===== src/rtl/upCpu_consts.svh =====
`ifndef UP_CPU_CONSTS_SVH
`define UP_CPU_CONSTS_SVH

// datapath and bus widths
`define UP_DATA_W 8
`define UP_ADDR_W 8

// byte shown on the result port
`define UP_RESULT_ADDR 127

// wake-up delay after reset
`define UP_WAKE_CYCLES 5
`define UP_WAKE_W 4 // counter width, must hold UP_WAKE_CYCLES

`endif


===== src/rtl/upPkg.sv =====
`include "upCpu_consts.svh"

package upPkg;

	// ========================================
	// instruction set in the upper nibble of the opcode byte
	// ========================================
	typedef enum logic [3:0] {
		OP_NOP = 4'h0,
		OP_LDI = 4'h1, // acc = operand
		OP_LDA = 4'h2, // acc = mem[operand]
		OP_STA = 4'h3, // mem[operand] = acc
		OP_ADD = 4'h4,
		OP_SUB = 4'h5,
		OP_AND = 4'h6,
		OP_OR  = 4'h7,
		OP_XOR = 4'h8,
		OP_SHL = 4'h9,
		OP_SHR = 4'hA,
		OP_JMP = 4'hB,
		OP_JZ  = 4'hC,
		OP_JC  = 4'hD,
		OP_HLT = 4'hE
	} opcodeT; // 4'hF has no name and runs as NOP

	typedef enum logic [2:0] {
		IDLE,
		FETCH,
		OPERAND,
		EXECUTE,
		HALT
	} seqStateT;

	// ========================================
	// boot image
	// ========================================
	// sums three data bytes, stores to the result byte, halts
	function automatic logic [`UP_DATA_W-1:0] bootByte(input logic [`UP_ADDR_W-1:0] addr);
		case (addr)
			8'h00: bootByte = {OP_LDA, 4'h0};
			8'h01: bootByte = 8'h40;
			8'h02: bootByte = {OP_ADD, 4'h0};
			8'h03: bootByte = 8'h41;
			8'h04: bootByte = {OP_ADD, 4'h0};
			8'h05: bootByte = 8'h42;
			8'h06: bootByte = {OP_STA, 4'h0};
			8'h07: bootByte = `UP_DATA_W'(`UP_RESULT_ADDR);
			8'h08: bootByte = {OP_HLT, 4'h0};
			8'h09: bootByte = 8'h00;
			// data bytes
			8'h40: bootByte = 8'h5A;
			8'h41: bootByte = 8'hC3; // wraps, sets carry on the way
			8'h42: bootByte = 8'h17;
			default: bootByte = 8'h00;
		endcase
	endfunction

endpackage


===== src/rtl/upMemory.sv =====
`timescale 1ns/1ps
`include "upCpu_consts.svh"

module upMemory (
	input  logic                  clk,
	input  logic                  nRst,
	input  logic [`UP_DATA_W-1:0] wrData,
	input  logic [`UP_ADDR_W-1:0] address,
	input  logic                  we,
	output logic [`UP_DATA_W-1:0] rdData,
	output logic                  ready,
	output logic [`UP_DATA_W-1:0] result
);
	import upPkg::*;

	localparam int Depth = 1 << `UP_ADDR_W;

	logic [`UP_DATA_W-1:0] mem [Depth];
	logic [`UP_WAKE_W-1:0] wakeCount;

	// ========================================
	// storage
	// ========================================
	always_ff @(posedge clk or negedge nRst) begin
		if (!nRst) begin
			// reset reloads the whole boot image
			for (int i = 0; i < Depth; i++) begin
				mem[i] <= bootByte(`UP_ADDR_W'(i));
			end
		end else if (we) begin
			mem[address] <= wrData;
		end
	end

	assign rdData = mem[address]; // async read
	assign result = mem[`UP_RESULT_ADDR];

	// ========================================
	// wake-up counter
	// ========================================
	always_ff @(posedge clk or negedge nRst) begin
		if (!nRst) begin
			wakeCount <= '0;
		end else if (wakeCount != `UP_WAKE_W'(`UP_WAKE_CYCLES)) begin
			wakeCount <= wakeCount + 1'b1; // saturates at the limit
		end
	end

	assign ready = (wakeCount == `UP_WAKE_W'(`UP_WAKE_CYCLES));

endmodule


===== src/rtl/upFetchUnit.sv =====
`timescale 1ns/1ps
`include "upCpu_consts.svh"

module upFetchUnit (
	input  logic                  clk,
	input  logic                  nRst,
	input  logic [`UP_DATA_W-1:0] memRdData,
	input  logic                  latchOpcode,
	input  logic                  latchOperand,
	input  logic                  jumpTaken,
	input  logic                  clearPc,
	output logic [`UP_ADDR_W-1:0] pc,
	output logic [`UP_DATA_W-1:0] operand,
	output upPkg::opcodeT         opcode,
	output logic                  isStore,
	output logic                  isJump
);
	import upPkg::*;

	logic [3:0] opNibble;

	// program counter
	always_ff @(posedge clk or negedge nRst) begin
		if (!nRst) begin
			pc <= '0;
		end else if (clearPc) begin
			pc <= '0;
		end else if (jumpTaken) begin
			pc <= operand;
		end else if (latchOpcode || latchOperand) begin
			pc <= pc + 1'b1;
		end
	end

	// instruction registers
	always_ff @(posedge clk or negedge nRst) begin
		if (!nRst) begin
			opNibble <= OP_NOP;
		end else if (latchOpcode) begin
			opNibble <= memRdData[`UP_DATA_W-1 -: 4];
		end
	end

	always_ff @(posedge clk or negedge nRst) begin
		if (!nRst) begin
			operand <= '0;
		end else if (latchOperand) begin
			operand <= memRdData;
		end
	end

	// ========================================
	// decode
	// ========================================
	always_comb begin
		if (opNibble > OP_HLT) begin
			opcode = OP_NOP; // unnamed code
		end else begin
			opcode = opcodeT'(opNibble);
		end
	end

	assign isStore = (opcode == OP_STA);
	assign isJump  = (opcode == OP_JMP) || (opcode == OP_JZ) || (opcode == OP_JC);

endmodule


===== src/rtl/upAccumulator.sv =====
`timescale 1ns/1ps
`include "upCpu_consts.svh"

module upAccumulator (
	input  logic                  clk,
	input  logic                  nRst,
	input  logic                  execute,
	input  upPkg::opcodeT         opcode,
	input  logic [`UP_DATA_W-1:0] operand,
	input  logic [`UP_DATA_W-1:0] memRdData,
	output logic [`UP_DATA_W-1:0] acc,
	output logic                  zero,
	output logic                  carry
);
	import upPkg::*;

	logic [`UP_DATA_W-1:0] accNext;
	logic [`UP_DATA_W:0]   wide; // 9-bit add/sub result
	logic                  carryNext;
	logic                  writesAcc;

	// ========================================
	// ALU
	// ========================================
	always_comb begin
		accNext   = acc;
		carryNext = carry;
		writesAcc = 1'b1;
		wide      = '0;
		case (opcode)
			OP_LDI: accNext = operand;
			OP_LDA: accNext = memRdData;
			OP_ADD: begin
				wide = {1'b0, acc} + {1'b0, memRdData};
				{carryNext, accNext} = wide;
			end
			OP_SUB: begin
				wide = {1'b0, acc} - {1'b0, memRdData};
				{carryNext, accNext} = wide; // top bit is the borrow
			end
			OP_AND: accNext = acc & memRdData;
			OP_OR:  accNext = acc | memRdData;
			OP_XOR: accNext = acc ^ memRdData;
			OP_SHL: begin
				carryNext = acc[`UP_DATA_W-1];
				accNext   = {acc[`UP_DATA_W-2:0], 1'b0};
			end
			OP_SHR: begin
				carryNext = acc[0];
				accNext   = {1'b0, acc[`UP_DATA_W-1:1]};
			end
			default: writesAcc = 1'b0; // STA, jumps, NOP, HLT
		endcase
	end

	// ========================================
	// registers
	// ========================================
	always_ff @(posedge clk or negedge nRst) begin
		if (!nRst) begin
			acc   <= '0;
			zero  <= 1'b0;
			carry <= 1'b0;
		end else if (execute && writesAcc) begin
			acc   <= accNext;
			carry <= carryNext;
			zero  <= (accNext == '0);
		end
	end

endmodule


===== src/rtl/upSequencer.sv =====
`timescale 1ns/1ps
`include "upCpu_consts.svh"

module upSequencer (
	input  logic                  clk,
	input  logic                  nRst,
	input  logic                  ready,
	input  logic                  loadEn,
	input  logic [`UP_ADDR_W-1:0] loadAddr,
	input  logic [`UP_DATA_W-1:0] loadData,
	input  upPkg::opcodeT         opcode,
	input  logic                  isStore,
	input  logic                  isJump,
	input  logic [`UP_ADDR_W-1:0] pc,
	input  logic [`UP_DATA_W-1:0] operand,
	input  logic [`UP_DATA_W-1:0] acc,
	input  logic                  zero,
	input  logic                  carry,
	output logic [`UP_ADDR_W-1:0] memAddr,
	output logic [`UP_DATA_W-1:0] memWrData,
	output logic                  memWe,
	output logic                  latchOpcode,
	output logic                  latchOperand,
	output logic                  execute,
	output logic                  jumpTaken,
	output logic                  clearPc,
	output logic                  halted
);
	import upPkg::*;

	seqStateT state;
	seqStateT stateNext;
	logic     condMet;

	// ========================================
	// state register
	// ========================================
	always_ff @(posedge clk or negedge nRst) begin
		if (!nRst) begin
			state <= IDLE;
		end else begin
			state <= stateNext;
		end
	end

	always_comb begin
		stateNext = state;
		case (state)
			IDLE:    if (ready) stateNext = FETCH;
			FETCH:   stateNext = OPERAND;
			OPERAND: stateNext = EXECUTE;
			EXECUTE: stateNext = (opcode == OP_HLT) ? HALT : FETCH;
			HALT:    stateNext = HALT; // only load or reset gets out
			default: stateNext = IDLE;
		endcase
		if (loadEn) begin
			stateNext = IDLE;
		end
	end

	// jump condition from the flags
	always_comb begin
		case (opcode)
			OP_JZ:   condMet = zero;
			OP_JC:   condMet = carry;
			default: condMet = 1'b1; // JMP always goes
		endcase
	end

	// ========================================
	// bus and strobes
	// ========================================
	always_comb begin
		memAddr      = pc;
		memWrData    = acc;
		memWe        = 1'b0;
		latchOpcode  = 1'b0;
		latchOperand = 1'b0;
		execute      = 1'b0;
		jumpTaken    = 1'b0;
		clearPc      = 1'b0;
		if (loadEn) begin
			// load port owns the bus and writes one byte per cycle
			memAddr   = loadAddr;
			memWrData = loadData;
			memWe     = 1'b1;
			clearPc   = 1'b1;
		end else begin
			case (state)
				FETCH:   latchOpcode = 1'b1;
				OPERAND: latchOperand = 1'b1;
				EXECUTE: begin
					memAddr   = operand;
					memWe     = isStore;
					execute   = 1'b1;
					jumpTaken = isJump && condMet;
				end
				default: ;
			endcase
		end
	end

	assign halted = (state == HALT);

endmodule


===== src/rtl/upCpu.sv =====
`timescale 1ns/1ps
`include "upCpu_consts.svh"

module upCpu (
	input  logic                  clk,
	input  logic                  nRst,
	input  logic                  loadEn,
	input  logic [`UP_ADDR_W-1:0] loadAddr,
	input  logic [`UP_DATA_W-1:0] loadData,
	output logic [`UP_DATA_W-1:0] acc,
	output logic                  zero,
	output logic                  carry,
	output logic [`UP_ADDR_W-1:0] pc,
	output logic                  halted,
	output logic [`UP_DATA_W-1:0] result
);
	import upPkg::*;

	// memory bus
	logic [`UP_ADDR_W-1:0] memAddr;
	logic [`UP_DATA_W-1:0] memWrData;
	logic [`UP_DATA_W-1:0] memRdData;
	logic                  memWe;
	logic                  ready;

	// sequencer strobes
	logic latchOpcode;
	logic latchOperand;
	logic execute;
	logic jumpTaken;
	logic clearPc;

	// decoded instruction
	logic [`UP_DATA_W-1:0] operand;
	opcodeT                opcode;
	logic                  isStore;
	logic                  isJump;

	upMemory memory (
		.clk(clk), .nRst(nRst), .wrData(memWrData), .address(memAddr), .we(memWe),
		.rdData(memRdData), .ready(ready), .result(result)
	);

	upFetchUnit fetchUnit (
		.clk(clk), .nRst(nRst), .memRdData(memRdData),
		.latchOpcode(latchOpcode), .latchOperand(latchOperand),
		.jumpTaken(jumpTaken), .clearPc(clearPc), .pc(pc), .operand(operand),
		.opcode(opcode), .isStore(isStore), .isJump(isJump)
	);

	upAccumulator accUnit (
		.clk(clk), .nRst(nRst), .execute(execute), .opcode(opcode), .operand(operand),
		.memRdData(memRdData), .acc(acc), .zero(zero), .carry(carry)
	);

	upSequencer sequencer (
		.clk(clk), .nRst(nRst), .ready(ready), .loadEn(loadEn), .loadAddr(loadAddr),
		.loadData(loadData), .opcode(opcode), .isStore(isStore), .isJump(isJump),
		.pc(pc), .operand(operand), .acc(acc), .zero(zero), .carry(carry),
		.memAddr(memAddr), .memWrData(memWrData), .memWe(memWe),
		.latchOpcode(latchOpcode), .latchOperand(latchOperand), .execute(execute),
		.jumpTaken(jumpTaken), .clearPc(clearPc), .halted(halted)
	);

endmodule


===== config.mk =====
export PLATFORM = sky130hd
export DESIGN_NAME = upCpu
export DESIGN_NICKNAME = d
export VERILOG_FILES = /design/src/rtl/upPkg.sv /design/src/rtl/upMemory.sv /design/src/rtl/upFetchUnit.sv /design/src/rtl/upAccumulator.sv /design/src/rtl/upSequencer.sv /design/src/rtl/upCpu.sv
export VERILOG_INCLUDE_DIRS = /design/src /design/src/rtl
export SDC_FILE = /design/constraint.sdc
export NUM_CORES = 2
export LEC_CHECK = 0
export BUFFER_PORTS_ARGS = -buffer_cell sky130_fd_sc_hd__buf_2
export CAP_MARGIN = 20
export CORE_MARGIN = 1.5
export CORE_UTILIZATION = 24
export CTS_CLUSTER_SIZE = 24
export DETAILED_ROUTE_END_ITERATION = 6
export PLACE_DENSITY = 0.46
export RECOVER_POWER = 100
export SKIP_LAST_GASP = 1
export SLEW_MARGIN = 20
export SYNTH_ARGS = -nofsm -noshare
export SYNTH_HDL_FRONTEND = slang
export SYNTH_SLANG_ARGS = --single-unit

===== constraint.sdc =====
create_clock -name clk -period 12.25 [get_ports clk]
set_input_delay 0.6125 -clock clk [delete_from_list [all_inputs] [get_ports clk]]
set_output_delay 0.6125 -clock clk [all_outputs]
set_load 0.01 [all_outputs]

==> Word-level counts from Yosys, hierarchy flattened <==
Index checks and enable logic that the tools add are counted.
{ "word_totals": {"register_bits": 2085, "in_bits": 19, "output_inout_bits": 27, "wordCells": 340} }
{ "op_classes": {"addsub": 4, "n_lt_le_gt_ge": 3, "n_eq_ne": 21, "mux": 32, "n_bitwise": 4, "n_reduce_logical": 12} }
{ "op_table": {"columns": ["cell", "count"], "rows": [
  ["bitwise mux 2048 bit", 1],
  ["2-to-1 mux 8 bit", 9],
  ["one-hot mux 8 bit (9 select lines)", 1],
  ["binary-select mux 8 bit (select 8 bit)", 1],
  ["demux 8 bit (select 8 bit)", 1],
  ["== test 4 bit, second input constant", 7],
  ["== test 4 x 3 -> 1 bit, second input constant", 5],
  ["one-hot mux 3 bit (5 select lines)", 1],
  ["2-to-1 mux 1 bit", 12],
  ["adder 8 x 8 -> 9 bit", 1],
  [">= comparator 9 bit, second input constant", 1],
  ["less-than comparator 9 x 1 -> 1 bit, second input constant", 1],
  ["2-to-1 mux 3 bit", 3],
  ["inverter 8 -> 9 bit", 1],
  ["OR reduction 9 bit", 1],
  ["subtractor 8 x 8 -> 9 bit", 1],
  ["adder 8 x 1 -> 8 bit, second input constant", 1],
  ["AND 8 bit", 1],
  ["== test 4 x 2 -> 1 bit, second input constant", 2],
  ["zero test 8 bit", 1],
  ["OR 8 bit", 1],
  ["XOR 8 bit", 1],
  ["== test 3 x 2 -> 1 bit, second input constant", 2],
  ["adder 4 x 1 -> 4 bit, second input constant", 1],
  ["15 further kinds", 19]
]} }

==> Depth between registers and ports, before layout <==
{ "depth": {"word_depth": 10, "ltp_mapped": 28} }

==> Hierarchy <==
A second synthesis with hierarchy kept.
{ "unflattened": {"cells_unflattened": 6291, "area_unflattened_um2": 96306.1} }
{ "modules_own_cells": {"columns": ["module", "n_inst", "cells_per_inst", "area_each_um2"], "rows": [
  ["upMemory", 1, 5855, 92731.4],
  ["upAccumulator", 1, 268, 2038.2],
  ["upFetchUnit", 1, 100, 978.4],
  ["upSequencer", 1, 68, 558.0]
]} }

==> Least setup slack after synthesis <==
No wires, ideal clock.
{ "synth_path": {"kind": "input to register", "from": "input loadEn", "to": "register accUnit.zero", "setup_time_ps": 92, "arrival_time_ps": 4824, "path_slack_ps": 7334, "cell_stages": 26, "n_path_buf": 4, "path_cell_list": "buf_4 -> nand2b_1 -> buf_2 -> clkbuf_1 -> clkbuf_1 -> and3_1 -> a211oi_1 -> o21ai_0 -> nand4_1 -> a21oi_1 -> a31oi_1 -> or4_4 -> inv_1 -> ha_1 -> inv_1 -> fa_1 -> nor2_1 -> o21ai_0 -> nand2b_1 -> a21o_1 -> a21o_1 -> o221a_2 -> o21ai_0 -> nor3_1 -> nand4_1 -> o31ai_2"} }
{ "synth_between": {"elab_chain_len": 8, "word_cells_on_any_way": 14} }
{ "synth_lines": {"columns": ["item", "line", "source"], "rows": [
  ["start, declared", "upCpu.sv:7", "input logic loadEn,"],
  ["2-to-1 mux 8 bit *", "upSequencer.sv:82", "if (loadEn) begin"],
  ["inverter 8 -> 9 bit (not written as such) *", "upMemory.sv:35", "assign rdData = mem[address];"],
  ["binary-select mux 8 bit (select 8 bit) *", "upMemory.sv:35", null],
  ["2-to-1 mux 8 bit (not written as such) * (2 in a row)", "upMemory.sv:35", null],
  ["net accUnit.memRdData[0]", "upAccumulator.sv:10", "input logic [`UP_DATA_W-1:0] memRdData,"],
  ["subtractor 8 x 8 -> 9 bit (tied with other cells)", "upAccumulator.sv:38", "wide = {1'b0, acc} - {1'b0, memRdData};"],
  ["one-hot mux 8 bit (9 select lines) *", "upAccumulator.sv:30", "case (opcode)"],
  ["zero test 8 bit *", "upAccumulator.sv:67", "zero <= (accNext == '0);"],
  ["end signal, assigned", "upAccumulator.sv:67", null],
  ["end, declared", "upAccumulator.sv:12", "output logic zero,"]
]} }
Mark *: on every way through the listed nets, which the timed path passes. The rest lies on a longest branch. The select of a mux whose other input is x is not followed.
A chain may end at the register's enable or synchronous reset.

==> Final worst setup path <==
{ "layout_path": {"from": "register sequencer.state[0]", "to": "register accUnit.zero"} }
{ "layout_between": {"elab_chain_len": 10, "word_cells_on_any_way": 17} }
{ "layout_lines": {"columns": ["item", "line", "source"], "rows": [
  ["start, declared", "upSequencer.sv:31", "seqStateT state;"],
  ["start signal, assigned", "upSequencer.sv:42", "state <= stateNext;"],
  ["== test 3 x 2 -> 1 bit *", "upSequencer.sv:89", "case (state)"],
  ["2-to-1 mux 8 bit *", "upSequencer.sv:89", null],
  ["2-to-1 mux 8 bit *", "upSequencer.sv:82", null],
  ["inverter 8 -> 9 bit (not written as such) *", "upMemory.sv:35", null],
  ["binary-select mux 8 bit (select 8 bit) *", "upMemory.sv:35", null],
  ["2-to-1 mux 8 bit (not written as such) * (2 in a row)", "upMemory.sv:35", null],
  ["net accUnit.memRdData[1]", "upAccumulator.sv:10", null],
  ["subtractor 8 x 8 -> 9 bit (tied with other cells)", "upAccumulator.sv:38", null],
  ["one-hot mux 8 bit (9 select lines) *", "upAccumulator.sv:30", null],
  ["zero test 8 bit *", "upAccumulator.sv:67", null]
]} }
Marked as above.

==> flow_metrics.py <==
metrics = {
    "routing": {
        "vias_per_cell": 4.96,
        "drt-pass1-iter-count": 6,
        "drc": 0,
        "wirelength_mm": 359,
        "wire_per_inst_um": 22.8,
        "postRouteAntennaNets": 0,
        "drt-initial-drc-count": 6077,
        "vias": 78100,
    },
    "setup_path": {
        "arrival_ps": 10450,
        "startpoint_type": "flip-flop",
        "crit_fanout": 113,
        "cp.required_ps": 13060,
        "path_class": "flip-flop to flip-flop",
        "worst_setup_path_end_kind": "flip-flop",
    },
    "sta": {
        "setup_viol": 0,
        "worst_pin_slew_ps": 3990,
        "skew_ps": 37.4,
        "worst_slack_ps": 2620,
        "finalHoldViolCount": 0,
        "max_freq_mhz": 104,
        "slew_headroom_pct": -166,
        "fin_crit_ps": 9630,
        "min_period_over_period_pct": 78.7,
        "holdWs_ps": 143,
        "slew_viol_final": 1188,
        "rsz0062_at_grt": "no",
        "tns_ps": 0,
    },
    "synthesis": {
        "synth_flop_cell": "dfrtp_1",
        "yosysMostFrequentCell": "dfrtp_1",
        "syn-instance-count": 10800,
        "yosysTopAreaCell": "dfrtp_1",
        "ys_seq_area_share_pct": 54.4,
        "netlist.area_leader.share_pct": 53.5,
        "synth-edff-count": 0,
        "syn_nets": 10800,
        "avgSynthCellArea_um2": 8.91,
        "synth_commonest_cells": "dfrtp_1 (2,053), nor2_1 (1,607), a21oi_1 (1,582)",
        "synth-seq-cells": 2085,
        "synth_cell_type_count": 74,
        "synth_area_leaders": "dfrtp_1 (54%), a21oi_1 (8.2%), nor2_1 (6.3%), a211oi_1 (5.7%), o21ai_0 (5.2%)",
        "synth_area_um2": 96000,
        "yosysWarnings": 0,
        "synthArstFlopShare_pct": 100,
    },
    "pwr": {
        "powerDensity_nw_per_um2": 185,
        "power_mw": 20.0,
        "power.leakage_nw": 48.2,
        "ir_worst_vdd_mv": 0.133,
    },
    "layout": {
        "multi_input_area_um2": 39300,
        "fin_util_pct": 27.1,
        "num-fill-cells": 42900,
        "syn2layout_area_growth_pct": 12.6,
        "fin_nets": 10300,
        "drive_above_1_share_pct": 5.51,
        "final-seq-area_um2": 52200,
        "final_cells": 15700,
        "final_cell_area_um2": 108000,
    },
    "clock_network": {
        "clock_path_buffers": 4,
        "clkLatencyLatePin_ps": 920,
        "cts.sinks": 2085,
        "root_buffer": "clkbuf_16",
        "clkTransAtPathRegs_ps": 60,
        "post_cts_buffers": 0,
        "cts_tree": "yes",
        "numCtsBuffers": 241,
        "htree_levels": 4,
    },
    "placement": {
        "port-buffer-count": 45,
        "dpl_cell_area_um2": 101000,
        "dp_cells": 15300,
        "gp_congestion": 0.811,
        "pre_cts_ws_ps": 4010,
        "dp_hpwl_mm": 208,
    },
    "run_status": {
        "status": "finished, violations left",
        "violations": "max-capacitance violations, max-slew violations",
    },
    "global_routing": {
        "track_usage_pct": 17.3,
        "antenna_found_initial": 13,
        "grt_pass1_wl_mm": 537,
        "grt_pass1_vias": 75600,
        "overflow": 0,
        "grt_max_degree": 177,
    },
    "floorplanning": {
        "die_y_um": 635,
        "fp-row-count": 232,
        "die_area_um2": 404000,
        "core_area_um2": 399000,
        "start_util_pct": 24.1,
        "chipWidth_um": 635,
        "num_io_pins": 46,
    },
    "job": {
        "maxCapViolCount": 37,
    },
    "worst_hold_path": {
        "min_path_type": "input port to flip-flop",
    },
}
-- placed cells by master (no fill, tap or decap), types with 7 or more instances in the layout --
cell type / count
and4_1: 7
o2111ai_1: 10
buf_12: 40
a21oi_1: 1582
dfstp_2: 32
buf_4: 80
o21ai_1: 60
buf_2: 16
nand2_1: 1246
dfrtp_1: 2053
nor2_1: 1636
clkbuf_8: 64
clkbuf_1: 218
o22ai_1: 95
nand4_1: 44
a41oi_1: 32
a221oi_1: 16
a31oi_1: 127
nor3_1: 8
mux2i_4: 10
and3_1: 747
bufinv_16: 10
a22oi_1: 85
nor2b_1: 7
o21bai_1: 10
clkbuf_16: 243
mux2i_1: 34
clkinv_2: 35
a211oi_1: 722
ha_1: 27
nand3_1: 27
o21ai_0: 996
inv_1: 25
-- metal layers --
| layer | global-route usage [%] | routed length, um |
|---|---|---|
| met5 | 0 | 11 |
| met4 | 4.44 | 9670 |
| met3 | 2.13 | 17400 |
| met2 | 26.9 | 159000 |
| met1 | 25.2 | 172000 |
-- critical path: stages (launching register included) --
cell       delay [ps]
dfrtp_1           500
nand3b_1          830
mux2i_1           670
buf_4             550
nand2_8           540
buf_12            420
clkbuf_1          840
a211oi_1          460
o21ai_0           140
a41oi_1           290
a21oi_1            60
and4_1            250
a311oi_1         1130
inv_1             210
ha_1              350
o21bai_1           70
a21oi_1           330
o21bai_1          130
a21oi_1           240
o21bai_1          100
a21oi_1           200
o221ai_1          140
a21oi_1           300
o2bb2ai_1         160
a21oi_1            70
o31ai_2           300
-- path summary, 6_finish.rpt --
check                                         from          endpoint  slack (ps)  depth (start not counted)
worst max-delay path            sequencer.state[0]      accUnit.zero        2620                         25
worst min-delay path                   loadData[0]   memory.mem[160]         140                          3
worst max register to register  sequencer.state[0]      accUnit.zero        2620                         25
worst min register to register    memory.mem[1655]  memory.mem[1655]         470                          2
max in group asynchronous                     nRst   memory.mem[868]        4990                          6
min in group asynchronous                     nRst  memory.mem[2027]         340                          2
-- sequential cells by signal, indices dropped and copies added, names as in the netlist --
name                count
memory.mem           2040
accUnit.acc             8
fetchUnit.operand       8
fetchUnit.pc            8
memory.result           8
fetchUnit.opNibble      4
memory.wakeCount        4
sequencer.state         3
accUnit.carry           1
accUnit.zero            1
-- report_power, final --
| part | internal [mW] | total (mW) | leakage [nW] | switching, mW |
|---|---|---|---|---|
| registers | 7.74 | 8.23 | 28.4 | 0.490 |
| clock network | 4.24 | 7.30 | 3.89 | 3.06 |
| logic | 1.22 | 4.52 | 15.9 | 3.29 |
-- cells by family after synthesis --
family	synth area share [%]
DFF	54.4
AOI/OAI and AO/OA	22.7
muxes	0.568
and+or+nand+nor	17.1
xor gates and xnor gates	0.0730
adders and majority gates	0.394
buffers and inverters	4.74
-- area by class of cell --
type                       instances  area share (%)
clock buffer                     384            6.71
clock inverter                    57           0.580
timing repair buffer             278            1.87
tap                             5265            6.10
sequential                      2085            48.3
antenna                            3         0.00695
multi-input combinational       7638            36.3
inverter                          26          0.0903
-- timing repair --
action                                 CTS  global route
hold buffers                             1             0
resized for setup                        0             0
endpoints found under the hold margin  118             0
No activity file was read; power rests on OpenSTA's default activity.
